===== config.mk =====
export PLATFORM = sky130hd
export DESIGN_NAME = vec_alu
export DESIGN_NICKNAME = d
export VERILOG_FILES = /design/src/logic/vec_pkg.sv /design/src/logic/vec_alu.sv
export VERILOG_INCLUDE_DIRS = /design/src /design/src/logic
export SDC_FILE = /design/constraint.sdc
export NUM_CORES = 1
export LEC_CHECK = 0
export ABC_CLOCK_PERIOD_IN_PS = 11300
export BUFFER_PORTS_ARGS = -buffer_cell sky130_fd_sc_hd__buf_2
export CAP_MARGIN = 25
export CORE_UTILIZATION = 45
export CTS_BUF_LIST = sky130_fd_sc_hd__clkbuf_4 sky130_fd_sc_hd__clkbuf_8
export CTS_CLUSTER_SIZE = 25
export DETAILED_ROUTE_END_ITERATION = 8
export PLACE_DENSITY = 0.66
export REMOVE_ABC_BUFFERS = 1
export SLEW_MARGIN = 0
export SYNTH_ARGS = -nofsm -noshare
export SYNTH_HDL_FRONTEND = slang
export SYNTH_SLANG_ARGS = --single-unit
export TNS_END_PERCENT = 10

===== constraint.sdc =====
create_clock -name clk -period 11.3 [get_ports clk]
set_input_delay 1.13 -clock clk [delete_from_list [all_inputs] [get_ports clk]]
set_output_delay 1.13 -clock clk [all_outputs]
set_load 0.02 [all_outputs]

===== src/logic/vec_config.svh =====
// Global size macros for the vector unit: vector length, beat width, register count, bus width
`ifndef VEC_CONFIG_SVH
`define VEC_CONFIG_SVH

// Bits in one vector register
`define VEC_VLEN 128

// One register file port beat, also one external memory word
`define VEC_DATA_WIDTH 64

// Architectural vector registers
`define VEC_NUM_REGS 32

// Wishbone word address width, in 64-bit words
`define VEC_ADDR_WIDTH 32

`endif


===== src/logic/vec_pkg.sv =====
// Vector unit package: width typedefs, opcodes, command and Wishbone structs, FSM state enums
`include "vec_config.svh"

package vec_pkg;

    localparam int NUM_REGS       = `VEC_NUM_REGS;
    localparam int BEATS          = `VEC_VLEN / `VEC_DATA_WIDTH;   // Beats per vector
    localparam int BEAT_IDX_W     = (BEATS > 1) ? $clog2(BEATS) : 1;
    localparam int BEAT_BYTES     = `VEC_DATA_WIDTH / 8;
    localparam int ELEM_WIDTH     = 32;
    localparam int ELEMS_PER_BEAT = `VEC_DATA_WIDTH / ELEM_WIDTH;

    typedef logic [`VEC_DATA_WIDTH-1:0]   beat_t;
    typedef logic [BEAT_BYTES-1:0]        byte_en_t;
    typedef logic [$clog2(NUM_REGS)-1:0]  vreg_idx_t;
    typedef logic [BEAT_IDX_W-1:0]        beat_idx_t;
    typedef logic [`VEC_ADDR_WIDTH-1:0]   word_addr_t;
    typedef logic [ELEM_WIDTH-1:0]        elem_t;

    typedef enum logic [2:0] {
        VADD   = 3'd0,
        VSUB   = 3'd1,
        VAND   = 3'd2,
        VXOR   = 3'd3,
        VLOAD  = 3'd4,
        VSTORE = 3'd5
    } vec_op_e;

    // Sits in bits [25:0] of the command data word, mask in the low byte
    typedef struct packed {
        vec_op_e   op;
        vreg_idx_t vd;    // Destination, also the source of a store
        vreg_idx_t vs1;
        vreg_idx_t vs2;
        byte_en_t  mask;
    } vec_cmd_t;

    typedef struct packed {
        logic       cyc;
        logic       stb;
        logic       we;
        word_addr_t adr;
        beat_t      dat;
        byte_en_t   sel;
    } wb_req_t;

    typedef struct packed {
        logic  ack;
        beat_t dat;
    } wb_rsp_t;

    typedef struct packed {
        logic      valid;
        vreg_idx_t vreg;
    } vreg_rd_req_t;

    typedef struct packed {
        logic      valid;
        vreg_idx_t vreg;
        byte_en_t  be;
    } vreg_wr_req_t;

    typedef enum logic [2:0] {
        SEQ_IDLE, SEQ_ISSUE, SEQ_READ, SEQ_WRITE, SEQ_MEM, SEQ_ACK
    } seq_state_e;

    typedef enum logic [2:0] {
        LSU_IDLE, LSU_LD_BUS, LSU_LD_WR, LSU_ST_REQ, LSU_ST_WAIT, LSU_ST_CAP, LSU_ST_BUS
    } lsu_state_e;

endpackage


===== src/logic/vec_alu.sv =====
// Registered element-wise 32-bit vector ALU: add, subtract, AND, XOR on each incoming beat
`timescale 1ns/1ps

module vec_alu (
    input  logic             clk,
    input  logic             rst,
    input  vec_pkg::vec_op_e op,
    input  logic             in_valid,
    input  vec_pkg::beat_t   src_a,
    input  vec_pkg::beat_t   src_b,
    output logic             out_valid,
    output vec_pkg::beat_t   result
);
    import vec_pkg::*;

    beat_t res_next;

    // Element results wrap modulo 2^32 through the elem_t width
    function automatic elem_t elem_op(vec_op_e f, elem_t a, elem_t b);
        case (f)
            VADD:    return a + b;
            VSUB:    return a - b;
            VAND:    return a & b;
            VXOR:    return a ^ b;
            default: return '0;    // Memory ops never reach the ALU
        endcase
    endfunction

    always_comb begin
        res_next = '0;
        for (int e = 0; e < ELEMS_PER_BEAT; e++) begin
            res_next[e*ELEM_WIDTH +: ELEM_WIDTH] =
                elem_op(op, src_a[e*ELEM_WIDTH +: ELEM_WIDTH], src_b[e*ELEM_WIDTH +: ELEM_WIDTH]);
        end
    end

    // One stage, a new beat may enter every cycle
    always_ff @(posedge clk) begin
        if (rst) begin
            out_valid <= 1'b0;
        end else begin
            out_valid <= in_valid;
        end
    end

    always_ff @(posedge clk) begin
        if (in_valid) begin
            result <= res_next;
        end
    end

endmodule


# [Word level (Yosys, flattened, before mapping)]
# Cells that the tools add are included.
[op_classes] reduce_logical=1 bitwise=4 n_eq_ne=3 mux=2 add_sub_neg=4
[op_table] operator="case mux 32 bit (4 select lines)" n=2
[op_table] operator="adder 32 bit" n=2
[op_table] operator="bitwise AND 32 bit" n=2
[op_table] operator="subtractor 32 bit" n=2
[op_table] operator="bitwise XOR 32 bit" n=2
[op_table] operator="== test 3 x 2 -> 1 bit (second input constant)" n=2
[op_table] operator="== test 3 x 1 -> 1 bit (second input constant)" n=1
[op_table] operator="logical NOT 3 bit" n=1
[totals] regBits=65 output_inout_bits=65 input_bits=134 word_cells=16

# [Longest topological paths before layout]
[logic_depth] word_depth=2 ltp_mapped=18 depth_no_buf=18

# [Worst setup path after synthesis]
# OpenSTA, ideal clock, no wires.
[synth_path] path_type="input -> register" from="in src_b[6]" to="reg result[31], data pin" t_arrival_ns=5.048 setup_ns=0.271 stages=16 path_slack_ns=5.981 n_path_buf=1 required_ns=11.029 cell_sequence="or4_4 -> or3_4 -> nor4_1 -> and3_1 -> a21oi_1 -> xnor2_1 -> ha_1 -> clkbuf_1 -> a21o_1 -> a21o_1 -> a21oi_1 -> or3b_2 -> o21ai_0 -> nor4_1 -> a41oi_1 -> o221ai_2"
[synth_via] elab_chain_len=2 elab_cells_between_ends=3 cone_classes="add/sub: 2; mux: 1"
[synth_rtl] item="start: declaration" line_no="vec_alu.sv:10" source="input vec_pkg::beat_t src_b,"
[synth_rtl] item="subtractor 32 bit or adder 32 bit (tied branches)" line_no="vec_alu.sv:22, vec_alu.sv:21"
[synth_rtl] item="case mux 32 bit (4 select lines) *" line_no="vec_alu.sv:20" source="case (f)"
[synth_rtl] item="named net res_next[31]" line_no="vec_alu.sv:16" source="beat_t res_next;"
[synth_rtl] item="end signal: assignment" line_no="vec_alu.sv:48" source="result <= res_next;"
[synth_rtl] item="end: declaration" line_no="vec_alu.sv:12" source="output vec_pkg::beat_t result"
# The timed path passes the listed nets; every way through them passes the cells marked *.
# A chain may end at the register's enable or synchronous reset.

# [Final worst setup path]
[layout_path] from="in op[2]" to="reg result[31], data pin"
[layout_via] elab_chain_len=2 elab_cells_between_ends=5 cone_classes="eq/ne: 3; mux: 1; reduce/logical: 1"
[layout_rtl] item="start: declaration" line_no="vec_alu.sv:7" source="input vec_pkg::vec_op_e op,"
[layout_rtl] item="== test 3 x 2 -> 1 bit (tied with other cells)" line_no="vec_alu.sv:20"
[layout_rtl] item="case mux 32 bit (4 select lines) *" line_no="vec_alu.sv:20"
[layout_rtl] item="named net res_next[31]" line_no="vec_alu.sv:16"
# Marks and branches as above.

==> metrics.csv <==
stage,metric,value,unit
timing,rsz0062_at_grt,no,
yosys,synth_seq_cells,65,
global_routing,grt_pass1_vias,7755,
timing,maxSlewViolCount,0,
timing,slew_headroom,0.300,
yosys,synth_edf_count,64,
global_routing,grt_use_total,0.255,
yosys,synthCells,978,
drt,num_vias,8145,
power,power,1.02,mW
setup_path,worstPathArrival,6.18,ns
drt,top_layer_used,met4,
place,finalWeightedCongestion,0.916,
layout,regArea,0.00194,mm²
global_routing,grt_overflow,0,
yosys,synth.area.top_cells,"edfxtp_1 22%, ha_1 19%, mux2i_1 7.0%",
timing,fin_crit,6.07,ns
drt,wl_per_cell,17.8,µm
power,ir_worst_vdd,0.0000590,V
drt,avgViaCountPerCell,5.87,
job,max_cap_violations,0,
floorplanning,die_w,140,µm
floorplanning,start_util,0.460,
drt,totalWireLength,24.7,mm
place,dp_hpwl,18.9,mm
layout,final_nets,1412,
setup_path,endpoint_kind,flop,
drt,wl_met1,11.9,mm
global_routing,grt_pass1_wl,39.8,mm
power,p_leak,4.55,nW
setup_path,crit_required,11.40,ns
cts,cts_inserted_buffers,9,
setup_path,startpoint_type,input port,
cts,postCtsSetupBuffers,0,
yosys,ys.flop_type,edfxtp_1,
cts,cts_tree,done,
worst_hold_path,hold_class,input port to flop,
layout,area_growth,15.8,%
drt,wl_met3,1.16,mm
place,dpl.cell_count,1371,
setup_path,crit_type,input port to flop,
cts,cts_resized,0,
cts,htree_num_levels,3,
drt,firstDrtPassIters,5,
outcome,status,completed,
yosys,yosysWarnings,0,
yosys,synth.top_cell.area_share,0.224,
floorplanning,fp.coreArea,0.0187,mm²
drt,antenna_left,0,
cts,cts_buffer_depth,2,
timing,max_freq,165,MHz
timing,tightestPinTransition,1.05,ns
floorplanning,die_area,0.0197,mm²
floorplanning,die_h,140,µm
layout,multi_input_area,0.00639,mm²
yosys,synth_top_cell_by_area,edfxtp_1,
timing,hold_ws,0.896,ns
yosys,syn_avg_cell_area,8.79,µm²
drt,met2_wirelength,11.2,mm
layout,final_area,0.00995,mm²
global_routing,grt_max_degree,66,
layout,fin_cells,1387,
timing,finalCritPeriodShare,0.538,
cts,clk_pin_slew,0.08,ns
place,io_buffers,198,
timing,tns,0,ns
cts,root_buffer,clkbuf_8,
floorplanning,ios,199,
cts,numClockSinks,65,
layout,n_fill_cell,1787,
timing,hold_viol_final,0,
cts,ctsHoldBuffers,0,
drt,drtIter0Drc,480,
power,powerDensity,102,mW/mm²
floorplanning,num_rows,50,
drt,drc,0,
yosys,async_reset_ff_frac,0,
layout,drive_gt1_frac,0.205,
global_routing,antenna_found_initial,0,
place,placed_cell_area,0.00977,mm²
timing,setup_viol,0,
yosys,syn_area,0.00860,mm²
layout,num_antenna_cells,0,
yosys,synth_cell_types,61,
setup_path,cp_max_fo,34,
yosys,synth-seq-area-share,0.226,
worst paths after layout:
path	start	to	slack [ns]	cells after the start
max	op[2]	result[31]	5.23	18
min	rst	out_valid	0.90	2
flip-flops by register name (all words and copies together), names as in the netlist:
register   cells
result        64
out_valid      1
report_power, final:
| group | total [mW] | leakage (nW) | internal, mW | switching [mW] |
|---|---|---|---|---|
| registers | 0.307 | 0.624 | 0.300 | 0.00732 |
| clock network | 0.209 | 0.0967 | 0.104 | 0.105 |
| logic | 0.502 | 3.83 | 0.204 | 0.298 |
| total | 1.02 | 4.55 | 0.608 | 0.410 |
cell usage after synthesis (all sizes together), types with 3 or more instances:
| cell | number |
|---|---|
| o21ai | 44 |
| a31oi | 13 |
| clkbuf | 43 |
| o21bai | 6 |
| edfxtp | 64 |
| and3 | 10 |
| nand4 | 10 |
| a41oi | 3 |
| nor3 | 22 |
| nand2b | 21 |
| or2 | 3 |
| o22ai | 25 |
| or3 | 8 |
| nor2b | 12 |
| nor2 | 77 |
| o211ai | 6 |
| o21a | 10 |
| nand3 | 15 |
| a21oi | 82 |
| o41ai | 7 |
| xor2 | 49 |
| o221ai | 3 |
| a211oi | 34 |
| ha | 128 |
| o31ai | 9 |
| a311oi | 4 |
| inv | 22 |
| and2 | 5 |
| a21o | 37 |
| nand2 | 45 |
| or4 | 4 |
| xnor2 | 60 |
| buf | 4 |
| mux2i | 60 |
| nor4 | 9 |
area by class of cell:
class	instances	area share
Multi-Input combinational cell	844	0.643
Clock buffer	11	0.0140
Sequential cell	65	0.195
Clock inverter	5	0.00465
Timing Repair Buffer	206	0.106
Inverter	22	0.00830
Tap cell	234	0.0294
worst max-delay path, stage by stage:
cell and delay [ns]:
buf_2 0.10, buf_4 0.25, nor2_1 0.85, nand2_1 0.55
buf_4 0.39, nand2_1 0.09, o21ai_0 0.14, inv_1 0.10
ha_1 0.22, nor2b_1 0.14, o31ai_1 0.28, a31oi_1 0.24
a311oi_1 0.55, nor4b_1 0.15, o21ai_0 0.54, nor4_1 0.12
a41oi_1 0.21, o221ai_2 0.12
per-layer routing:
layer  GRT usage  vias up
met1       0.353     3809
li1            -     4061
met3      0.0335       25
met4      0.0711        0
met2       0.415      250
met5           0        -
cells in the final DEF, fill, tap and decap left out, types with 25 or more instances in the layout:
master    count
a211oi_1     34
a21o_1       37
a21oi_1      82
buf_2       197
edfxtp_1     64
ha_1        128
mux2i_1      60
nand2_1      44
nor2_1       77
o21ai_0      43
o22ai_1      25
xnor2_1      60
xor2_1       49
kinds of logic after synthesis:
| family | synth area share |
|---|---|
| xor gates and xnor gates | 0.111 |
| AOI/OAI and AO/OA | 0.221 |
| muxes | 0.0699 |
| buffers and inverters | 0.0301 |
| and+or+nand+nor | 0.151 |
| adders and majority gates | 0.191 |
| DFF | 0.226 |
per-stage QoR:
step	setup WS, ns	utilization
6_report	5.23	0.532
5_1_grt	4.86	0.532
4_1_cts	5.37	0.532
3_5_place_dp	4.98	0.522
3_3_place_gp	5.04	0.522
2_1_floorplan	6.00	-
Note: power is estimated with default switching activity, not from simulation.
