[config.mk]
export PLATFORM = sky130hd
export DESIGN_NAME = vec_lsu
export DESIGN_NICKNAME = d
export VERILOG_FILES = /design/src/logic/vec_pkg.sv /design/src/logic/vec_lsu.sv
export VERILOG_INCLUDE_DIRS = /design/src /design/src/logic
export SDC_FILE = /design/constraint.sdc
export NUM_CORES = 1
export LEC_CHECK = 0
export CAP_MARGIN = 5
export CORE_AREA = 2 2 142 144
export CTS_CLUSTER_SIZE = 25
export DETAILED_ROUTE_END_ITERATION = 10
export DIE_AREA = 0 0 144 146
export DONT_BUFFER_PORTS = 1
export GPL_ROUTABILITY_DRIVEN = 0
export PLACE_DENSITY = 0.61
export SKIP_LAST_GASP = 1
export SLEW_MARGIN = 20
export SYNTH_ARGS = -nofsm -noshare
export SYNTH_HDL_FRONTEND = slang
export SYNTH_SLANG_ARGS = --single-unit
[constraint.sdc]
create_clock -name clk -period 12.77 [get_ports clk]
set_input_delay 2.554 -clock clk [delete_from_list [all_inputs] [get_ports clk]]
set_output_delay 2.554 -clock clk [all_outputs]
set_load 0.05 [all_outputs]
[src/logic/vec_config.svh]
// Global size macros for the vector unit: vector length, beat width, register count, bus width
`ifndef VEC_CONFIG_SVH
`define VEC_CONFIG_SVH

// Bits in one vector register
`define VEC_VLEN 128

// One register file port beat, also one external memory word
`define VEC_DATA_WIDTH 64

// Architectural vector registers
`define VEC_NUM_REGS 32

// Wishbone word address width, in 64-bit words
`define VEC_ADDR_WIDTH 32

`endif

[src/logic/vec_pkg.sv]
// Vector unit package: width typedefs, opcodes, command and Wishbone structs, FSM state enums
`include "vec_config.svh"

package vec_pkg;

    localparam int NUM_REGS       = `VEC_NUM_REGS;
    localparam int BEATS          = `VEC_VLEN / `VEC_DATA_WIDTH;   // Beats per vector
    localparam int BEAT_IDX_W     = (BEATS > 1) ? $clog2(BEATS) : 1;
    localparam int BEAT_BYTES     = `VEC_DATA_WIDTH / 8;
    localparam int ELEM_WIDTH     = 32;
    localparam int ELEMS_PER_BEAT = `VEC_DATA_WIDTH / ELEM_WIDTH;

    typedef logic [`VEC_DATA_WIDTH-1:0]   beat_t;
    typedef logic [BEAT_BYTES-1:0]        byte_en_t;
    typedef logic [$clog2(NUM_REGS)-1:0]  vreg_idx_t;
    typedef logic [BEAT_IDX_W-1:0]        beat_idx_t;
    typedef logic [`VEC_ADDR_WIDTH-1:0]   word_addr_t;
    typedef logic [ELEM_WIDTH-1:0]        elem_t;

    typedef enum logic [2:0] {
        VADD   = 3'd0,
        VSUB   = 3'd1,
        VAND   = 3'd2,
        VXOR   = 3'd3,
        VLOAD  = 3'd4,
        VSTORE = 3'd5
    } vec_op_e;

    // Sits in bits [25:0] of the command data word, mask in the low byte
    typedef struct packed {
        vec_op_e   op;
        vreg_idx_t vd;    // Destination, also the source of a store
        vreg_idx_t vs1;
        vreg_idx_t vs2;
        byte_en_t  mask;
    } vec_cmd_t;

    typedef struct packed {
        logic       cyc;
        logic       stb;
        logic       we;
        word_addr_t adr;
        beat_t      dat;
        byte_en_t   sel;
    } wb_req_t;

    typedef struct packed {
        logic  ack;
        beat_t dat;
    } wb_rsp_t;

    typedef struct packed {
        logic      valid;
        vreg_idx_t vreg;
    } vreg_rd_req_t;

    typedef struct packed {
        logic      valid;
        vreg_idx_t vreg;
        byte_en_t  be;
    } vreg_wr_req_t;

    typedef enum logic [2:0] {
        SEQ_IDLE, SEQ_ISSUE, SEQ_READ, SEQ_WRITE, SEQ_MEM, SEQ_ACK
    } seq_state_e;

    typedef enum logic [2:0] {
        LSU_IDLE, LSU_LD_BUS, LSU_LD_WR, LSU_ST_REQ, LSU_ST_WAIT, LSU_ST_CAP, LSU_ST_BUS
    } lsu_state_e;

endpackage

[src/logic/vec_lsu.sv]
// Load/store unit: buffers one vector and moves it beat by beat over a Wishbone classic master
`timescale 1ns/1ps

module vec_lsu (
    input  logic                  clk,
    input  logic                  rst,
    input  logic                  start,
    input  logic                  is_store,
    input  vec_pkg::word_addr_t   base_addr,
    input  vec_pkg::vreg_idx_t    vreg,
    input  vec_pkg::byte_en_t     mask,
    output logic                  done,
    output vec_pkg::vreg_wr_req_t ld_req,
    output vec_pkg::beat_t        ld_data,
    output vec_pkg::vreg_rd_req_t st_req,
    input  vec_pkg::beat_t        st_data,
    output vec_pkg::wb_req_t      mem_req,
    input  vec_pkg::wb_rsp_t      mem_rsp
);
    import vec_pkg::*;

    lsu_state_e state;
    beat_idx_t  idx;
    logic       last_beat;
    word_addr_t base_q;
    vreg_idx_t  vreg_q;
    byte_en_t   mask_q;
    beat_t      vec_buf [BEATS];

    assign last_beat = (idx == beat_idx_t'(BEATS - 1));

    // Bus outputs held steady until ack, address steps one word per beat
    always_comb begin
        mem_req.cyc = (state == LSU_LD_BUS) || (state == LSU_ST_BUS);
        mem_req.stb = mem_req.cyc;
        mem_req.we  = (state == LSU_ST_BUS);
        mem_req.adr = base_q + word_addr_t'(idx);
        mem_req.dat = vec_buf[idx];
        mem_req.sel = '1;
    end

    always_comb begin
        ld_req.valid = (state == LSU_LD_WR) && (idx == '0);    // One request streams all beats
        ld_req.vreg  = vreg_q;
        ld_req.be    = mask_q;
        ld_data      = vec_buf[idx];
        st_req.valid = (state == LSU_ST_REQ);
        st_req.vreg  = vreg_q;
    end

    always_ff @(posedge clk) begin
        if (rst) begin
            state <= LSU_IDLE;
            idx   <= '0;
            done  <= 1'b0;
        end else begin
            done <= 1'b0;
            case (state)
                LSU_IDLE: begin
                    if (start) begin
                        state <= is_store ? LSU_ST_REQ : LSU_LD_BUS;
                        idx   <= '0;
                    end
                end
                LSU_LD_BUS: begin
                    if (mem_rsp.ack) begin
                        idx   <= last_beat ? '0 : idx + 1'b1;
                        state <= last_beat ? LSU_LD_WR : LSU_LD_BUS;
                    end
                end
                LSU_LD_WR: begin
                    idx   <= last_beat ? '0 : idx + 1'b1;
                    state <= last_beat ? LSU_IDLE : LSU_LD_WR;
                    done  <= last_beat;
                end
                LSU_ST_REQ:  state <= LSU_ST_WAIT;
                LSU_ST_WAIT: state <= LSU_ST_CAP;    // Register file fetching beat 0
                LSU_ST_CAP: begin
                    idx   <= last_beat ? '0 : idx + 1'b1;
                    state <= last_beat ? LSU_ST_BUS : LSU_ST_CAP;
                end
                LSU_ST_BUS: begin
                    if (mem_rsp.ack) begin
                        idx   <= last_beat ? '0 : idx + 1'b1;
                        state <= last_beat ? LSU_IDLE : LSU_ST_BUS;
                        done  <= last_beat;
                    end
                end
                default: state <= LSU_IDLE;
            endcase
        end
    end

    // Payload capture
    always_ff @(posedge clk) begin
        if (state == LSU_IDLE && start) begin
            base_q <= base_addr;
            vreg_q <= vreg;
            mask_q <= mask;
        end
        if (state == LSU_LD_BUS && mem_rsp.ack) begin
            vec_buf[idx] <= mem_rsp.dat;
        end
        if (state == LSU_ST_CAP) begin
            vec_buf[idx] <= st_data;
        end
    end

endmodule

Yosys cells after proc, flatten, opt, wreduce, memory -nomap -nowiden
Memory sizes are Yosys's and may differ from the RTL's. A register that Yosys moved wholly into a read port is not among the register bits. Index checks and enable logic that the tools add are counted.

Bits in registers: 50. RAM bits: 128. Input bits: 178. Output and inout port bits: 192. Word-level logic and storage cells: 53. Memories kept: 1.

Add/sub/neg operators: 2. Eq/ne operators: 10. Muxes and demuxes: 22. Bitwise logic cells: 2. Reduce and logical (&&, ||, !) cells: 10.

Memory list: vec_buf (words 2, bits a word 64, read ports 1, clocked after memory_dff 1, wr ports 1, RTL line vec_lsu.sv:28) `beat_t vec_buf [BEATS];`.

Operators by type and width (count): $mux 64 (1); $add 32x1->32 (1); $pmux 3 s7 (1); $mux 3 (4); $mux 1 (10); $eq 3x3->1 const B (3); $mux 2 (4); $eq 3x2->1 const B (2); $reduce_and 3->1 (2); $ne 2x1->1 const B (2); $ne 2x2->1 const B (2); $reduce_or 2->1 (2); $eq 3x1->1 const B (1); $logic_and 1x1->1 (3); $logic_not 3->1 (1); $pmux 1 s3 (1); $reduce_bool 3->1 (1); $pmux 1 s2 (1); $add 1x1->1 const B (1); $logic_or 1x1->1 (1); $not 1->1 (1); $or 1x1->1 (1).

Depth between registers and ports, before layout
Word-level depth: 6. Depth in mapped cells: 6. Mapped depth without buffers: 6.

Worst setup path before layout
Ideal clock, no wire load.

Path kind: input-to-reg. Start: in mem_rsp[64] in the netlist's numbering. End: mem vec_buf[0][0] in the netlist's numbering, enable pin. Setup time: 0.565 ns. Arrival: 6.948 ns. Data required time: 12.205 ns. Slack: 5.257 ns. Cell stages on the path: 2. Path buffers: 0. Cells stage by stage: nor2_1 > nor3_1.

Longest elaborated chain between the ends: 4.

Ends and longest elaborated chain: from (decl) (RTL line vec_lsu.sv:18) `input vec_pkg::wb_rsp_t mem_rsp`; $logic_and 1x1->1 (RTL line vec_lsu.sv:101) `if (state == LSU_LD_BUS && mem_rsp.ack) begin`; $mux 1 (RTL line vec_lsu.sv:101); $mux 1 (implied by the code) (RTL line vec_lsu.sv:102) `vec_buf[idx] <= mem_rsp.dat;`; $or 1x1->1 (no source line); to (decl) (RTL line vec_lsu.sv:28).

No other way between the ends.

==> run_results.csv <==
group,metric,value,unit
detailed_routing,drt-vias-per-instance,5.32,
yosys,sequential_area_share_after_synthesis,0.644,
critical_path,critical_path.endpoint_type,"output port",
clock_tree,cts_tree,"yes",
global_routing,global_route.usage.met1,0.148,
critical_path,arrival,3.30,ns
timing,min_period_over_period,0.458,
timing,clock_skew,0.00805,ns
floorplanning,fp.dieH,146,um
detailed_routing,total_drc_errors_in_the_routed_layout,0,
critical_path,critical_path.max_fanout,11,
floorplanning,core_region_area,19300,um^2
clock_tree,clkTransAtPathRegs,0.07,ns
global_routing,groute.layer.met3.usage,0.0665,
floorplanning,dieWidth,144,um
floorplanning,row_count,51,
power,leakagePower,2.78,nW
timing,timing_worst_slew_pin_value,1.17,ns
yosys,dominantRegCellSynth,"sky130_fd_sc_hd__edfxtp_1",
clock_tree,postCtsResizedCells,0,
timing,totalNegativeSetupSlack,0,ns
power,cell_pwr_density,219,nW/um^2
global_routing,global_route_wire_length_before_repair,23500,um
clock_tree,holdBufCountCts,0,
power,worst_ir_drop_on_vdd,0.100,mV
yosys,number_of_flip_flops_and_latches_in_the_synthesized_netlist,179,
detailed_routing,detail_route.wl_per_cell,22.3,um
yosys,synthesized_instance_count,523,
clock_tree,cts_setup_buffers,0,
critical_path,worstSetupStartpointType,"flip-flop",
critical_path,crit_type,"reg2out",
clock_tree,clkSinkCount,179,
clock_tree,worst_skew_pair.late_latency,0.42,ns
status,status,"complete, no violations",
detailed_routing,drt-pass1-iter-count,4,
yosys,asyncSetResetFlopFracSynth,0,
global_routing,grt_start_max_net_pins,65,
detailed_routing,dr_iter_0_viols,176,
timing,rsz0062_at_grt,"no",
detailed_routing,route.vias.total,3937,
global_routing,grt-ovfl-total,0,
final_layout,share_of_post_route_cells_with_drive_strength_above_1,0.364,
floorplanning,fp.dieArea,21000,um^2
timing,setup_violations,0,
worst_hold_path,holdCritPathClass,"reg2reg",
global_routing,met2_usage,0.287,
global_routing,first_global_vias,4060,
global_routing,antenna_found_initial,4,
clock_tree,cts_max_path_buffers,2,
yosys,post_synthesis_instance_area,8250,um^2
floorplanning,top_level_ports,370,
yosys,ys_types,37,
critical_path,data_required_time_at_the_worst_endpoint,10.22,ns
timing,worst_slew_margin_rel,0.215,
timing,whs,0.642,ns
global_routing,grt_busiest_layer,"met2",
timing,max_freq,171,MHz
timing,final_period_minus_worst_setup_slack,5.85,ns
yosys,yosys_warnings,0,
timing,finalHoldViolations,0,
detailed_routing,route.antenna.remaining_nets,0,
timing,finalMaxSlewViolations,0,
job,count_of_max_cap_constraint_violations,0,
global_routing,grt_usage,0.152,
final_layout,areaGrowthSynthToFinish,4.23,%
yosys,syn_area_per_cell,15.8,um^2
detailed_routing,drt_wl_total,16500,um
yosys,synth_enable_flop_cells,173,
clock_tree,number_of_buffers_created_by_cts,17,
final_layout,finalNetCount,640,
floorplanning,initial_utilization,0.427,
place,port-buffer-count,0,
place,dp.final_hpwl,11800,um
clock_tree,htreeDepth,4,
clock_tree,cts_root_buffer,"sky130_fd_sc_hd__clkbuf_16",
cell families (layout without fill, tap and decap cells):
| kind of cell | after synthesis | after routing | synth area share |
|---|---|---|---|
| AOI/OAI and AO/OA | 12 | 12 | 0.0105 |
| buffers and inverters | 100 | 43 | 0.0832 |
| and+or+nand+nor | 69 | 69 | 0.0499 |
| xor gates and xnor gates | 31 | 31 | 0.0329 |
| muxes | 129 | 129 | 0.176 |
| DFF | 179 | 179 | 0.644 |
| adders and majority gates | 2 | 2 | 0.00303 |
| other | 1 | 10 | 0.000454 |
cells in the mapped netlist, drive strengths merged (3+ instances only):
master	instances	share of area
mux2	128	0.17
buf	93	0.080
nand4	10	0.0094
nor2	11	0.0050
edfxtp	173	0.63
xnor2	24	0.025
xor2	7	0.0074
nor3	10	0.0080
dfxtp	6	0.015
nand3	17	0.012
inv	5	0.0023
and3	6	0.0045
o21ai	3	0.0018
nand2	8	0.0036
critical path: stages (launching register included):
cell	delay, ns
sky130_fd_sc_hd__dfxtp_1	0.55
sky130_fd_sc_hd__ha_1	0.27
sky130_fd_sc_hd__ha_1	0.22
sky130_fd_sc_hd__nand4_1	0.23
sky130_fd_sc_hd__nor3_2	0.53
sky130_fd_sc_hd__nand4_1	0.20
sky130_fd_sc_hd__xnor2_1	0.88
stage by stage:
step	setup slack, ns	total power [W]	area [um^2]	util	cells
after floorplan	5.26	0.00141	8280	-	530
after global placement	7.50	0.00140	8020	0.415	706
after detailed placement	7.34	0.00140	8020	0.415	706
after CTS	6.89	0.00190	8580	0.444	738
after global routing	6.71	0.00195	8600	0.445	740
final	6.92	0.00188	8600	0.445	740
layout by cell type (no fill, tap or decap), types with 2 or more instances in the layout:
| cell | Yosys | routed |
|---|---|---|
| sky130_fd_sc_hd__and4_1 | 2 | 2 |
| sky130_fd_sc_hd__dfxtp_1 | 6 | 5 |
| sky130_fd_sc_hd__xor2_1 | 7 | 7 |
| sky130_fd_sc_hd__nand4_1 | 9 | 9 |
| sky130_fd_sc_hd__clkinv_1 | 0 | 2 |
| sky130_fd_sc_hd__clkbuf_16 | 0 | 17 |
| sky130_fd_sc_hd__edfxtp_1 | 173 | 173 |
| sky130_fd_sc_hd__mux2_1 | 5 | 5 |
| sky130_fd_sc_hd__nand3_1 | 15 | 15 |
| sky130_fd_sc_hd__inv_8 | 0 | 5 |
| sky130_fd_sc_hd__nor3_2 | 1 | 3 |
| sky130_fd_sc_hd__and3_1 | 6 | 5 |
| sky130_fd_sc_hd__buf_4 | 78 | 6 |
| sky130_fd_sc_hd__inv_6 | 0 | 4 |
| sky130_fd_sc_hd__xnor2_1 | 24 | 22 |
| sky130_fd_sc_hd__nor3_1 | 8 | 6 |
| sky130_fd_sc_hd__nor2_1 | 11 | 10 |
| sky130_fd_sc_hd__inv_1 | 5 | 5 |
| sky130_fd_sc_hd__xnor2_2 | 0 | 2 |
| sky130_fd_sc_hd__ha_1 | 2 | 2 |
| sky130_fd_sc_hd__clkinvlp_4 | 0 | 2 |
| sky130_fd_sc_hd__nand2_1 | 8 | 8 |
| sky130_fd_sc_hd__mux2_2 | 123 | 123 |
| sky130_fd_sc_hd__a21oi_1 | 2 | 2 |
| sky130_fd_sc_hd__o21ai_0 | 3 | 3 |
| sky130_fd_sc_hd__conb_1 | 1 | 8 |
| sky130_fd_sc_hd__diode_2 | 0 | 2 |
| sky130_fd_sc_hd__nor2b_1 | 2 | 2 |
final timing paths:
| check | startpoint | to | slack, ns | cells past startpoint |
|---|---|---|---|---|
| worst max register to register | state[2]$_SDFFE_PP0P_ | vec_buf[1][63]$_DFFE_PP_ | 10.21 | 3 |
| worst min register to register | state[1]$_SDFFE_PP0P_ | done$_SDFF_PP0_ | 0.64 | 2 |
| worst max-delay path | idx$_SDFFE_PP0P_ | mem_req[94] | 6.92 | 6 |
| worst min-delay path | state[1]$_SDFFE_PP0P_ | done$_SDFF_PP0_ | 0.64 | 2 |
routing by layer:
metal,share of wire,wire length (um)
met1,0.34,5690
met2,0.54,9000
met3,0.099,1640
met4,0.010,172
met5,0.00079,13
sequential cells by signal, indices dropped and copies added (netlist names), named ones only:
name,count
vreg_q,5
base_q,32
vec_buf,128
done,1
idx,1
state,3
mask_q,8
cell type report:
class | count | area [um^2]
Clock inverter | 15 | 139
Clock buffer | 17 | 425
Antenna cell | 2 | 5.00
Multi-Input combinational cell | 251 | 2320
Inverter | 5 | 18.8
Fill cell | 1706 | 10700
Timing Repair Buffer | 6 | 45.0
Sequential cell | 179 | 5320
Tap cell | 265 | 332
power breakdown:
part | internal (W) | switching [W]
Sequential | 0.000715 | 0.0000852
Clock | 0.000259 | 0.000237
Combinational | 0.0000897 | 0.000496
Power figures use the tool's default switching activity.
