### config.mk
export PLATFORM = sky130hd
export DESIGN_NAME = vec_sequencer
export DESIGN_NICKNAME = d
export VERILOG_FILES = /design/src/logic/vec_pkg.sv /design/src/logic/vec_sequencer.sv
export VERILOG_INCLUDE_DIRS = /design/src /design/src/logic
export SDC_FILE = /design/constraint.sdc
export NUM_CORES = 1
export LEC_CHECK = 0
export ABC_AREA = 1
export BUFFER_PORTS_ARGS = -buffer_cell sky130_fd_sc_hd__buf_4
export CAP_MARGIN = 20
export CORE_AREA = 2 2 99 101
export CTS_CLUSTER_SIZE = 8
export DETAILED_ROUTE_END_ITERATION = 16
export DIE_AREA = 0 0 101 103
export GPL_TIMING_DRIVEN = 1
export PLACE_DENSITY = 0.66
export SYNTH_ARGS = -nofsm -noshare
export SYNTH_HDL_FRONTEND = slang
export SYNTH_SLANG_ARGS = --single-unit
### constraint.sdc
create_clock -name clk -period 16.2 [get_ports clk]
set_input_delay 4.86 -clock clk [delete_from_list [all_inputs] [get_ports clk]]
set_output_delay 4.86 -clock clk [all_outputs]
set_load 0.02 [all_outputs]
### src/logic/vec_config.svh
// Global size macros for the vector unit: vector length, beat width, register count, bus width
`ifndef VEC_CONFIG_SVH
`define VEC_CONFIG_SVH

// Bits in one vector register
`define VEC_VLEN 128

// One register file port beat, also one external memory word
`define VEC_DATA_WIDTH 64

// Architectural vector registers
`define VEC_NUM_REGS 32

// Wishbone word address width, in 64-bit words
`define VEC_ADDR_WIDTH 32

`endif

### src/logic/vec_pkg.sv
// Vector unit package: width typedefs, opcodes, command and Wishbone structs, FSM state enums
`include "vec_config.svh"

package vec_pkg;

    localparam int NUM_REGS       = `VEC_NUM_REGS;
    localparam int BEATS          = `VEC_VLEN / `VEC_DATA_WIDTH;   // Beats per vector
    localparam int BEAT_IDX_W     = (BEATS > 1) ? $clog2(BEATS) : 1;
    localparam int BEAT_BYTES     = `VEC_DATA_WIDTH / 8;
    localparam int ELEM_WIDTH     = 32;
    localparam int ELEMS_PER_BEAT = `VEC_DATA_WIDTH / ELEM_WIDTH;

    typedef logic [`VEC_DATA_WIDTH-1:0]   beat_t;
    typedef logic [BEAT_BYTES-1:0]        byte_en_t;
    typedef logic [$clog2(NUM_REGS)-1:0]  vreg_idx_t;
    typedef logic [BEAT_IDX_W-1:0]        beat_idx_t;
    typedef logic [`VEC_ADDR_WIDTH-1:0]   word_addr_t;
    typedef logic [ELEM_WIDTH-1:0]        elem_t;

    typedef enum logic [2:0] {
        VADD   = 3'd0,
        VSUB   = 3'd1,
        VAND   = 3'd2,
        VXOR   = 3'd3,
        VLOAD  = 3'd4,
        VSTORE = 3'd5
    } vec_op_e;

    // Sits in bits [25:0] of the command data word, mask in the low byte
    typedef struct packed {
        vec_op_e   op;
        vreg_idx_t vd;    // Destination, also the source of a store
        vreg_idx_t vs1;
        vreg_idx_t vs2;
        byte_en_t  mask;
    } vec_cmd_t;

    typedef struct packed {
        logic       cyc;
        logic       stb;
        logic       we;
        word_addr_t adr;
        beat_t      dat;
        byte_en_t   sel;
    } wb_req_t;

    typedef struct packed {
        logic  ack;
        beat_t dat;
    } wb_rsp_t;

    typedef struct packed {
        logic      valid;
        vreg_idx_t vreg;
    } vreg_rd_req_t;

    typedef struct packed {
        logic      valid;
        vreg_idx_t vreg;
        byte_en_t  be;
    } vreg_wr_req_t;

    typedef enum logic [2:0] {
        SEQ_IDLE, SEQ_ISSUE, SEQ_READ, SEQ_WRITE, SEQ_MEM, SEQ_ACK
    } seq_state_e;

    typedef enum logic [2:0] {
        LSU_IDLE, LSU_LD_BUS, LSU_LD_WR, LSU_ST_REQ, LSU_ST_WAIT, LSU_ST_CAP, LSU_ST_BUS
    } lsu_state_e;

endpackage

### src/logic/vec_sequencer.sv
// Command sequencer: Wishbone classic command slave and control FSM driving register file, ALU and LSU
`timescale 1ns/1ps

module vec_sequencer (
    input  logic                  clk,
    input  logic                  rst,
    input  vec_pkg::wb_req_t      cmd_req,
    output vec_pkg::wb_rsp_t      cmd_rsp,
    output vec_pkg::vreg_rd_req_t rd_req_1,
    output vec_pkg::vreg_rd_req_t rd_req_2,
    output vec_pkg::vec_op_e      alu_op,
    output logic                  alu_valid,
    input  logic                  alu_out_valid,
    output vec_pkg::vreg_wr_req_t wr_req,
    output logic                  lsu_start,
    output logic                  lsu_is_store,
    output vec_pkg::word_addr_t   lsu_addr,
    output vec_pkg::vreg_idx_t    lsu_vreg,
    output vec_pkg::byte_en_t     lsu_mask,
    input  logic                  lsu_done
);
    import vec_pkg::*;

    seq_state_e state;
    vec_cmd_t   cmd_q;
    word_addr_t addr_q;
    beat_idx_t  cnt;      // Read beats, then result beats
    logic       is_mem;
    logic       last_cnt;
    logic       cmd_sel;

    assign is_mem   = (cmd_q.op == VLOAD) || (cmd_q.op == VSTORE);
    assign last_cnt = (cnt == beat_idx_t'(BEATS - 1));
    assign cmd_sel  = cmd_req.cyc && cmd_req.stb;

    always_comb begin
        cmd_rsp.ack    = (state == SEQ_ACK);
        cmd_rsp.dat    = '0;    // Command port reads return zero
        rd_req_1.valid = (state == SEQ_ISSUE) && !is_mem;
        rd_req_1.vreg  = cmd_q.vs1;
        rd_req_2.valid = rd_req_1.valid;
        rd_req_2.vreg  = cmd_q.vs2;
        alu_op         = cmd_q.op;
        wr_req.valid   = (state == SEQ_WRITE) && alu_out_valid && (cnt == '0);
        wr_req.vreg    = cmd_q.vd;
        wr_req.be      = cmd_q.mask;
        lsu_start      = (state == SEQ_ISSUE) && is_mem;
        lsu_is_store   = (cmd_q.op == VSTORE);
        lsu_addr       = addr_q;
        lsu_vreg       = cmd_q.vd;    // Load target or store source
        lsu_mask       = cmd_q.mask;
    end

    always_ff @(posedge clk) begin
        if (rst) begin
            state     <= SEQ_IDLE;
            cnt       <= '0;
            alu_valid <= 1'b0;
        end else begin
            alu_valid <= (state == SEQ_READ);    // Lines up with the registered read data
            case (state)
                SEQ_IDLE: begin
                    if (cmd_sel) begin
                        state <= cmd_req.we ? SEQ_ISSUE : SEQ_ACK;
                        cnt   <= '0;
                    end
                end
                SEQ_ISSUE: state <= is_mem ? SEQ_MEM : SEQ_READ;
                SEQ_READ: begin
                    cnt   <= last_cnt ? '0 : cnt + 1'b1;
                    state <= last_cnt ? SEQ_WRITE : SEQ_READ;
                end
                SEQ_WRITE: begin
                    if (alu_out_valid) begin
                        cnt   <= last_cnt ? '0 : cnt + 1'b1;
                        state <= last_cnt ? SEQ_ACK : SEQ_WRITE;
                    end
                end
                SEQ_MEM: if (lsu_done) state <= SEQ_ACK;
                default: state <= SEQ_IDLE;    // Ack lasts one cycle
            endcase
        end
    end

    always_ff @(posedge clk) begin
        if (state == SEQ_IDLE && cmd_sel && cmd_req.we) begin
            cmd_q  <= vec_cmd_t'(cmd_req.dat[$bits(vec_cmd_t)-1:0]);
            addr_q <= cmd_req.adr;
        end
    end

endmodule

# Yosys cells after proc, flatten, opt, wreduce, memory -nomap -nowiden
# Cells that the tools add are included.
dict set report totals {
  output_inout_bits 142
  reg_bits 63
}
dict set report classes {
  add_sub_neg 1
  n_eq_ne 10
  n_mux 12
  bitwise 1
  n_reduce_logical 13
}
# op count
set op_table {}
lappend op_table {{2-to-1 mux 3 bit} 6}
lappend op_table {{one-hot mux 3 bit (5 select lines)} 1}
lappend op_table {{== test 3 bit, second input constant} 4}
lappend op_table {{logical AND 1 bit} 7}
lappend op_table {{== test 3 x 2 -> 1 bit, second input constant} 2}
lappend op_table {{!= test 2 bit, second input constant} 3}
lappend op_table {{AND reduction 3 bit} 2}
lappend op_table {{2-to-1 mux 1 bit} 4}
lappend op_table {{== test 3 x 1 -> 1 bit, second input constant} 1}
lappend op_table {{logical NOT 3 bit} 1}
lappend op_table {{one-hot mux 1 bit (3 select lines)} 1}
lappend op_table {{nonzero test 3 bit} 1}
lappend op_table {{adder 1 bit, second input constant} 1}
lappend op_table {{logical NOT 1 bit} 1}
lappend op_table {{logical OR 1 bit} 1}
lappend op_table {{NOT 1 bit} 1}

# Depth between registers and ports, before layout
# Gate-level depths: netlist (run 1).
dict set report logic_depth {
  word_depth 4
  ltp_mapped 7
  depth_no_buf 7
}

# Worst setup path after synthesis (run 1)
# OpenSTA, ideal clock, no wires.
dict set report synth_timing {
  path_type {in2reg}
  startpoint {input port cmd_req[104] (netlist bit)}
  endpoint {register cmd_q, in the netlist alu_op[0], enable pin}
  slack_ps 5124
  required_ps 15582
  setup_ps 618
  t_arrival_ps 10459
  path_buffers 0
  cell_stages 2
  cell_sequence {inv_1 > nor4_1}
}
dict set report synth_via {
  elab_chain_cells 1
}
# element line_no
set synth_rtl {}
lappend synth_rtl {{start: declaration} vec_sequencer.sv:7} ;# input vec_pkg::wb_req_t cmd_req,
lappend synth_rtl {{logical AND 1 bit} vec_sequencer.sv:86} ;# if (state == SEQ_IDLE && cmd_sel && cmd_req.we) begin
lappend synth_rtl {{end signal: assignment} vec_sequencer.sv:87} ;# cmd_q <= vec_cmd_t'(cmd_req.dat[$bits(vec_cmd_t)-1:0]);
lappend synth_rtl {{end: declaration} vec_sequencer.sv:25} ;# vec_cmd_t cmd_q;
# Every way passes these cells.
# A chain may end at the register's enable or synchronous reset.

==> summary.txt, run 1 <==
Status
  • Outcome: finished, final reports clean

Finish
  • Final nets: 448
  • Ant diodes: 0
  • FILL cells: 876
  • Area Growth Syn to Fin: 41.8%
  • Share of cells above drive strength 1: 49.7%
  • Final Util: 40.4%

Floorplan
  • Die Span X: 101 um
  • Site row count: 36
  • Core ar.: 9460 um2
  • Die area: 10400 um2
  • Die Y: 103 um
  • Initial Util: 28.5%
  • Io pins: 253

Logic synthesis
  • Synth Area per Inst: 13.6 um2
  • #FFs+latches synth: 63
  • Synth area leaders: edfxtp_1 (65%), buf_4 (22%), dfxtp_1 (3.7%)
  • Syn Inst Count: 198
  • Synthesized area: 2690 um2
  • Largest family of logic cells by synthesized area: buffers and inverters
  • Top cell type's share of synthesized area: 64.7%
  • Share of the yosys chip area belonging to registers: 68.4%
  • Compound-Gate Fraction of Synth Area: 1.44%
  • Distinct cells, synth: 17
  • Adder-cell share of the synthesized area: 0%
  • XOR/XNOR Fraction of Synth Area: 0%
  • Mux contribution to synthesized area: 0%
  • Area leader, netlist: edfxtp_1
  • Ys Warns: 0
  • Synth Area in Simple Gates: 6.08%

Placed design
  • IO buf count: 142
  • RD Place Congestion: 0.853
  • Detail Placement HPWL: 4560 um

Power
  • Worst vdd ir: 0.0000720 V
  • Power per Cell Area: 118 nW/um2
  • P_leak: 1.75 nW
  • Power Total: 0.451 mW

Timing
  • Final setup violation count: 0
  • Setup total negative slack: 0 ns
  • Clock skew: 0.00641 ns
  • FMAX: 96.9 MHz
  • Final Cycle Share: 63.7%
  • Final Critical Period: 10.32 ns
  • RSZ-0062 raised after global routing: false
  • Hold Fails Final Rpt: 0
  • Slew Limit Fails: 0

Routing
  • DR vias/cell: 3.69
  • DR WL/cell: 12.6 um
  • DR pass1 iterations: 3
  • Starting DRC count in detailed routing: 35
  • Detail Route Antenna Nets: 0
  • DRC Markers: 0
  • Routed WL: 5740 um
  • Vias: 1683

CTS
  • Clk Latency, worst-skew pair: 0.33 ns
  • CTS Buf Count: 9
  • Post-CTS Setup Inserts: 0
  • CTS tree: done
  • CTS max path bufs: 2
  • H-tree Lvls: 3
  • Post-CTS Hold Fix Bufs: 0
  • CTS sink cnt: 63
  • Number of gates resized after cts: 0
  • CTS root buffer: clkbuf_8
  • Clock transition at path regs: 0.07 ns

Global routing
  • Largest net degree at the start of global routing: 37
  • Initial antenna violation count: 0
  • Number of global-route vias before repair: 1633
  • GRT Total Usage: 10.9%
  • Aggregate global routing overflow: 0
  • First-pass GRT wire length: 8340 um

Worst setup path
  • Crit Path Category: input pin to primary output
  • Crit-path max FO: 2
  • Crit path launch type: input pin
  • WP data arrival: 5.46 ns
  • Critical Path Sink Type: primary output
  • Worst path required time: 11.34 ns

Worst hold path
  • Worst hold-check path type: flip-flop to flip-flop

Job
  • Max Cap Viol: 0
==> logic make-up after synthesis <==
| family | count (synthesis) |
|---|---|
| buffers and inverters | 93 |
| and+or+nand+nor | 34 |
| AOI/OAI and AO/OA | 7 |
| DFF | 63 |
| other | 1 |
==> layer usage <==
layer	vias up	part of all wire, %	global-route usage [%]
met5	-	0	0
met4	0	1.5	4.68
met3	8	11	4.54
met2	120	51	18.7
met1	758	36	12.0
li1	797	-	-
==> final cells by class <==
| class | count | area, um2 | area share (%) |
|---|---|---|---|
| tap | 114 | 143 | 3.74 |
| timing repair buffer | 144 | 1080 | 28.3 |
| clock inverter | 7 | 128 | 3.34 |
| sequential | 63 | 1840 | 48.2 |
| inverter | 14 | 52.6 | 1.38 |
| multi-input combinational | 105 | 449 | 11.8 |
| clock buffer | 9 | 124 | 3.24 |
==> registers in the layout (all words and copies together) (netlist names) <==
name and count:
rd_req_1 5, cnt 1, lsu_addr 32, lsu_vreg 5
alu_op 3, lsu_mask 8, state 3, rd_req_2 5
alu_valid 1
==> stage by stage <==
step                      worst slack [ns]  instances  hold slack (ns)  area (um2)
after floorplan                       5.12        261            0.493        2930
after global routing                  5.81        456            0.604        3820
after detailed placement              5.85        440            0.545        3570
final                                 5.88        456            0.574        3820
after CTS                             5.83        456            0.569        3820
after global placement                5.89        440            0.565        3570
==> cells in the mapped netlist <==
master and number:
a21oi_1 2, a21oi_2 1, buf_4 79, conb_1 1, dfxtp_1 5, edfxtp_1 58
inv_1 13, inv_2 1, nand2_1 12, nand2_2 1, nand3_1 3, nand3_2 2
nor2_1 9, nor2_2 4, nor4_1 3, o21ai_0 2, o21ai_1 2
==> path summary, 6_finish.rpt <==
check                             start                     to  slack, ns  depth (start not counted)
hold / removal    state[0]$_SDFFE_PP0P_   alu_valid$_SDFF_PP0_       0.57                          1
setup reg to reg  state[1]$_SDFFE_PP0P_  rd_req_1[0]$_DFFE_PP_      14.55                          4
setup / recovery          alu_out_valid             wr_req[13]       5.88                          4
hold reg to reg   state[0]$_SDFFE_PP0P_   alu_valid$_SDFF_PP0_       0.57                          1
==> worst max-delay path, cell delays in order <==
cell and delay [ns]:
buf_4 0.08, inv_1 0.04, nor4_1 0.27, buf_4 0.20
==> layout by cell type, fill, tap and decap left out <==
master     synthesis  final
a21oi_1            2      2
a21oi_2            1      1
buf_4             79    144
bufinv_16          0      3
clkbuf_8           0      9
clkinv_4           0      2
conb_1             1     64
dfxtp_1            5      5
edfxtp_1          58     58
inv_1             13     13
inv_2              1      1
inv_6              0      1
inv_8              0      1
nand2_1           12     12
nand2_2            1      1
nand3_1            3      3
nand3_2            2      2
nor2_1             9      9
nor2_2             4      4
nor4_1             3      2
nor4_2             0      1
o21ai_0            2      2
o21ai_1            2      2
==> report_power, final <==
group,switching [mW],total (mW),internal (mW)
sequential,0.00770,0.198,0.191
clock,0.0658,0.170,0.104
combinational,0.0514,0.0819,0.0305
total,0.125,0.451,0.326
Note: power is estimated with default switching activity, not from simulation.
==> inputs of run 2 (changes only) <==
--- a/config.mk
+++ b/config.mk
@@ -9,12 +9,12 @@
 export ABC_AREA = 1
 export BUFFER_PORTS_ARGS = -buffer_cell sky130_fd_sc_hd__buf_4
 export CAP_MARGIN = 20
-export CORE_AREA = 2 2 99 101
+export CORE_AREA = 2 2 97 99
 export CTS_CLUSTER_SIZE = 8
 export DETAILED_ROUTE_END_ITERATION = 16
-export DIE_AREA = 0 0 101 103
+export DIE_AREA = 0 0 99 101
 export GPL_TIMING_DRIVEN = 1
-export PLACE_DENSITY = 0.66
+export PLACE_DENSITY = 0.68
 export SYNTH_ARGS = -nofsm -noshare
 export SYNTH_HDL_FRONTEND = slang
 export SYNTH_SLANG_ARGS = --single-unit
==> constraint.sdc (replaced) <==
create_clock -name clk -period 10.3 [get_ports clk]
set_input_delay 3.09 -clock clk [delete_from_list [all_inputs] [get_ports clk]]
set_output_delay 3.09 -clock clk [all_outputs]
set_load 0.02 [all_outputs]
==> run 2 against run 1 <==
Effect of this change: design area is 1.8% lower; combinational power is 56% higher; final cell count shrank 0.88%; sequential share of layout area is 0.87 points higher; register-to-register slack got worse by 6.1 ns; critical path depth did not move; global-route usage is 0.14 points lower; worst hold slack better by 0.011 ns; total power increased by 44%; routed wire length down 1.7%.
==> summary.txt, run 2 (synthesis results as in run 1) <==
Status
  • Outcome: finished, final reports clean

Timing
  • Final setup violation count: 0 (unchanged)
  • Relative slew slack: 52.0%
  • Clock skew: 0.00659 ns (+0.000182 ns)
  • Final Critical Period: 6.74 ns
  • RSZ-0062 raised after global routing: false
  • Slew Limit Fails: 0 (unchanged)
  • Hold Fails Final Rpt: 0 (unchanged)
  • Final Cycle Share: 65.4%
  • FMAX: 148 MHz
  • Worst Max-Slew Pin Slew: 0.720 ns
  • Setup total negative slack: 0 ns (unchanged)

Worst hold path
  • Hold Path Origin: state[0]$_SDFFE_PP0P_
  • Worst hold stages: 1 (unchanged)
  • Hold endpoint: alu_valid$_SDFF_PP0_
  • Worst hold-check path type: flip-flop to flip-flop

CTS
  • Number of gates resized after cts: 0 (unchanged)
  • Clk Latency, worst-skew pair: 0.33 ns (about the same)
  • Post-CTS Hold Fix Bufs: 0 (unchanged)
  • CTS root buffer: clkbuf_8
  • CTS tree: done
  • Clock transition at path regs: 0.07 ns (about the same)
  • CTS Buf Count: 9 (unchanged)
  • H-tree Lvls: 3 (unchanged)
  • CTS sink cnt: 63 (unchanged)
  • Post-CTS Setup Inserts: 0 (unchanged)
  • CTS max path bufs: 2 (unchanged)

Floorplan
  • Die area: 10000 um2 (-3.9%)
  • Site row count: 35 (-2.8%)
  • Core ar.: 8980 um2 (-5.1%)
  • Die Span X: 99 um (-2.0%)
  • Initial Util: 30.0% (+1.5 points)
  • Io pins: 253 (unchanged)
  • Die Y: 101 um (-1.9%)

Placed design
  • RD Place Congestion: 0.827 (-3.1%)
  • Detail Placement HPWL: 4520 um (-0.90%)
  • IO buf count: 142 (unchanged)

Finish
  • Most common cell after layout, fill and taps aside: buf_4
  • Final nets: 447 (-0.22%)
  • Ant diodes: 0 (unchanged)
  • Area Growth Syn to Fin: 39.2%
  • Final Util: 41.8% (+1.4 points)
  • Max FFs per register: 32 (unchanged)
  • Reg area: 1840 um2 (unchanged)
  • FILL cells: 835 (-4.7%)
  • Most frequent cells in the layout: buf_4 (143), conb_1 (64), edfxtp_1 (58), inv_1 (13), nand2_1 (12)
  • Share of cells above drive strength 1: 49.3% (-0.44 points)
  • Multi-input logic area: 449 um2 (unchanged)

Worst setup path
  • Setup crit start: alu_out_valid
  • Crit path launch type: input pin
  • Reg2reg start: state[0]$_SDFFE_PP0P_
  • FF-to-FF End: rd_req_1[2]$_DFFE_PP_
  • Crit-path max FO: 2 (unchanged)
  • WP data arrival: 3.65 ns (-1.81 ns)
  • Depth of the worst register-to-register path: 4 (unchanged)
  • Crit Path Category: input pin to primary output
  • Critical Path Sink Type: primary output
  • R2R Setup Slk: 8.46 ns (-6.09 ns)
  • Worst path required time: 7.21 ns (-4.13 ns)

Power
  • Power per Cell Area: 173 nW/um2 (+47%)
  • P_leak: 1.71 nW (-2.2%)
  • Power Total: 0.650 mW (+44%)
  • Worst vdd ir: 0.000107 V (+48%)

Job
  • Max Cap Viol: 0 (unchanged)

Routing
  • DR WL/cell: 12.5 um (-0.82%)
  • DR pass1 iterations: 4 (+1)
  • Vias: 1685 (+0.12%)
  • Starting DRC count in detailed routing: 70 (+100%)
  • Detail Route Antenna Nets: 0 (unchanged)
  • DRC Markers: 0 (unchanged)
  • DR vias/cell: 3.73 (+1.0%)
  • Routed WL: 5640 um (-1.7%)

Global routing
  • Initial antenna violation count: 0 (unchanged)
  • GRT Total Usage: 10.8% (-0.14 points)
  • Largest net degree at the start of global routing: 59 (+59%)
  • First-pass GRT wire length: 8070 um (-3.2%)
  • Number of global-route vias before repair: 1609 (-1.5%)
  • Aggregate global routing overflow: 0 (unchanged)
[run 2: where the power goes]
part	leakage [nW]	switching [mW]	internal, mW	total (mW)
logic	1.05	0.0802	0.0475	0.128
registers	0.570	0.0125	0.300	0.313
clock network	0.0933	0.0974	0.112	0.209
[run 2: through the flow]
| step | cell area, um2 | worst slack, ns | instances | hold slack [ns] |
|---|---|---|---|---|
| finish | 3750 | 3.56 | 452 | 0.586 |
| floorplan | 2930 | 0.994 | 261 | 0.493 |
| global placement | 3560 | 3.58 | 436 | 0.560 |
| detailed placement | 3560 | 3.55 | 436 | 0.557 |
| CTS | 3750 | 3.55 | 452 | 0.582 |
| global route | 3750 | 3.54 | 452 | 0.631 |
[run 2: final cells by class]
class,instances,share of cell area [%]
sequential,63,49.1
clock inverter,7,1.90
inverter,14,1.40
multi-input combinational,105,12.0
clock buffer,9,3.30
tap,111,3.70
timing repair buffer,143,28.6
[run 2: how the worst max path moves through the flow]
stage                                endpoint
after floorplan           alu_op[0]$_DFFE_PP_
after detailed placement           wr_req[13]
final                              wr_req[13]
after CTS                          wr_req[13]
after global placement             wr_req[13]
after global routing               wr_req[13]
[run 2: metal layers]
| layer | track usage [%] | share of wire (%) | vias to the layer above |
|---|---|---|---|
| met5 | 0 | 0 | - |
| met4 | 5.37 | 0.99 | 0 |
| met2 | 18.3 | 53 | 139 |
| li1 | - | - | 794 |
| met3 | 5.76 | 15 | 6 |
| met1 | 10.9 | 32 | 746 |
[run 2: worst max-delay path: stages]
cell,delay [ns]
buf_4,0.08
inv_1,0.05
nor4_1,0.24
buf_4,0.19
==> inputs of run 3 (changes only) <==
==> constraint.sdc (replaced) <==
create_clock -name clk -period 6.3 [get_ports clk]
set_input_delay 1.89 -clock clk [delete_from_list [all_inputs] [get_ports clk]]
set_output_delay 1.89 -clock clk [all_outputs]
set_load 0.02 [all_outputs]
==> run 3 against run 2 <==
Effect of this change: flip-flop and latch count unchanged; first-iteration DRC count up 20%; combinational power up 66%; global-route usage down 0.077 points; clock power up 63%; register-to-register slack worse by 3.8 ns; die area unchanged; sequential power up 64%; worst setup slack worse by 1.6 ns; critical path type unchanged; critical endpoint unchanged; largest power group unchanged; highest routed layer unchanged.
==> summary.txt, run 3 (synthesis results as in run 1) <==
CTS
  • Post-CTS Hold Fix Bufs: 0 (unchanged)
  • CTS tree: done
  • CTS Buf Count: 9 (unchanged)
  • CTS root buffer: clkbuf_8
  • Post-CTS Setup Inserts: 0 (unchanged)
  • H-tree Lvls: 3 (unchanged)
  • CTS sink cnt: 63 (unchanged)
  • Number of gates resized after cts: 0 (unchanged)
  • CTS max path bufs: 2 (unchanged)
  • Clk Latency, worst-skew pair: 0.33 ns (about the same)
  • Clock transition at path regs: 0.07 ns (about the same)

Global routing
  • First-pass GRT wire length: 8040 um (-0.43%)
  • GRT Total Usage: 10.7% (-0.077 points)
  • Met2 Track Usage GR: 18.2% (-0.10 points)
  • Aggregate global routing overflow: 0 (unchanged)
  • Largest net degree at the start of global routing: 31 (-47%)
  • Grt met3 use: 7.14% (+1.4 points)
  • Number of global-route vias before repair: 1666 (+3.5%)
  • Initial antenna violation count: 0 (unchanged)
  • Met1 Use GR: 10.5% (-0.36 points)
  • Most Used Layer, Global Route: met2

Routing
  • DR WL/cell: 12.3 um (-1.1%)
  • Routed WL: 5590 um (-0.90%)
  • Vias: 1722 (+2.2%)
  • Starting DRC count in detailed routing: 84 (+20%)
  • Detail Route Antenna Nets: 0 (unchanged)
  • DR pass1 iterations: 4 (unchanged)
  • DR vias/cell: 3.80 (+2.0%)
  • DRC Markers: 0 (unchanged)

Timing
  • Hold Fails Final Rpt: 0 (unchanged)
  • Slew Limit Fails: 0 (unchanged)
  • FMAX: 233 MHz
  • Final setup violation count: 0 (unchanged)
  • RSZ-0062 raised after global routing: false
  • Final Cycle Share: 68.3%
  • Setup total negative slack: 0 ns (unchanged)
  • Final worst slack: 2.00 ns (-1.56 ns)
  • Clock skew: 0.00577 ns (-0.000820 ns)
  • Final Critical Period: 4.30 ns
  • WHS: 0.587 ns (+0.00140 ns)

Finish
  • Most frequent cells in the layout: buf_4 (144), conb_1 (64), edfxtp_1 (58), inv_1 (13), nand2_1 (12)
  • Final cell count without fillers: 453 (+0.22%)
  • Most common cell after layout, fill and taps aside: buf_4
  • Final nets: 448 (+0.22%)
  • Reg area: 1840 um2 (unchanged)
  • Max FFs per register: 32 (unchanged)
  • Ant diodes: 0 (unchanged)
  • Share of cells above drive strength 1: 49.1% (-0.14 points)
  • FILL cells: 805 (-3.6%)
  • Area Growth Syn to Fin: 39.9%
  • Multi-input logic area: 458 um2 (+1.9%)
  • Final Util: 42.0% (+0.18 points)

Worst setup path
  • Depth of the worst register-to-register path: 4 (unchanged)
  • Reg2reg start: state[0]$_SDFFE_PP0P_
  • FF-to-FF End: rd_req_1[0]$_DFFE_PP_
  • Critical Path Sink Type: primary output
  • WP data arrival: 2.41 ns (-1.24 ns)
  • R2R Setup Slk: 4.68 ns (-3.78 ns)
  • Worst path required time: 4.41 ns (-2.80 ns)
  • Crit Path Category: input pin to primary output
  • Crit-path max FO: 2 (unchanged)
  • Crit path launch type: input pin

Floorplan
  • Die Span X: 99 um (unchanged)
  • Die Y: 101 um (unchanged)
  • Initial Util: 30.0% (unchanged)
  • Die area: 10000 um2 (unchanged)
  • Io pins: 253 (unchanged)
  • Core ar.: 8980 um2 (unchanged)
  • Site row count: 35 (unchanged)

Power
  • P_leak: 1.72 nW (+0.48%)
  • Worst vdd ir: 0.000204 V (+91%)
  • Power per Cell Area: 283 nW/um2 (+63%)

Placed design
  • Place WS: 2.00 ns (-1.54 ns)
  • Dpl cells: 437 (+0.23%)
  • Detail Placement HPWL: 4540 um (+0.33%)
  • IO buf count: 142 (unchanged)
  • RD Place Congestion: 0.865 (+4.7%)

Worst hold path
  • Hold endpoint: alu_valid$_SDFF_PP0_
  • Worst hold stages: 2 (+1)
  • Hold Path Origin: state[1]$_SDFFE_PP0P_
  • Worst hold-check path type: flip-flop to flip-flop

Job
  • Max Cap Viol: 0 (unchanged)

Status
  • Outcome: finished, final reports clean
run 3: worst max path at each step:
| stage | startpoint | to | slack, ns | depth (start not counted) |
|---|---|---|---|---|
| floorplan | cmd_req[106] | alu_op[0]$_DFFE_PP_ | 0.60 | 2 |
| global placement | alu_out_valid | wr_req[13] | 1.99 | 4 |
| detailed placement | alu_out_valid | wr_req[13] | 2.00 | 4 |
| CTS | alu_out_valid | wr_req[13] | 2.00 | 4 |
| global route | alu_out_valid | wr_req[13] | 1.90 | 4 |
| finish | alu_out_valid | wr_req[13] | 2.00 | 4 |
run 3: through the flow:
step                power (mW)  cell area (um2)
finish                    1.07             3770
global route              1.12             3770
CTS                       1.08             3770
detailed placement       0.735             3570
global placement         0.730             3570
floorplan                0.684             2940
run 3: metal layers:
metal	up-vias	wire (um)
li1	797	-
met1	784	1760
met2	134	2890
met3	7	882
met4	0	59
met5	-	0
run 3: where the power goes:
part	switching, mW	leakage, nW	internal, mW
clock	0.158	0.0953	0.183
combinational	0.134	1.06	0.0787
sequential	0.0213	0.570	0.491
run 3: critical path: stages:
cell and delay [ns]:
buf_4 0.07, inv_1 0.04, nor4_1 0.22, buf_4 0.18
run 3: area by class of cell:
cell class | instances | area share, %
clock buffers | 9 | 3.29
flip-flops and latches | 63 | 48.9
clock inverters | 7 | 1.89
well taps | 111 | 3.69
multi-input cells | 105 | 12.2
inverters | 14 | 1.39
repair buffers | 144 | 28.7
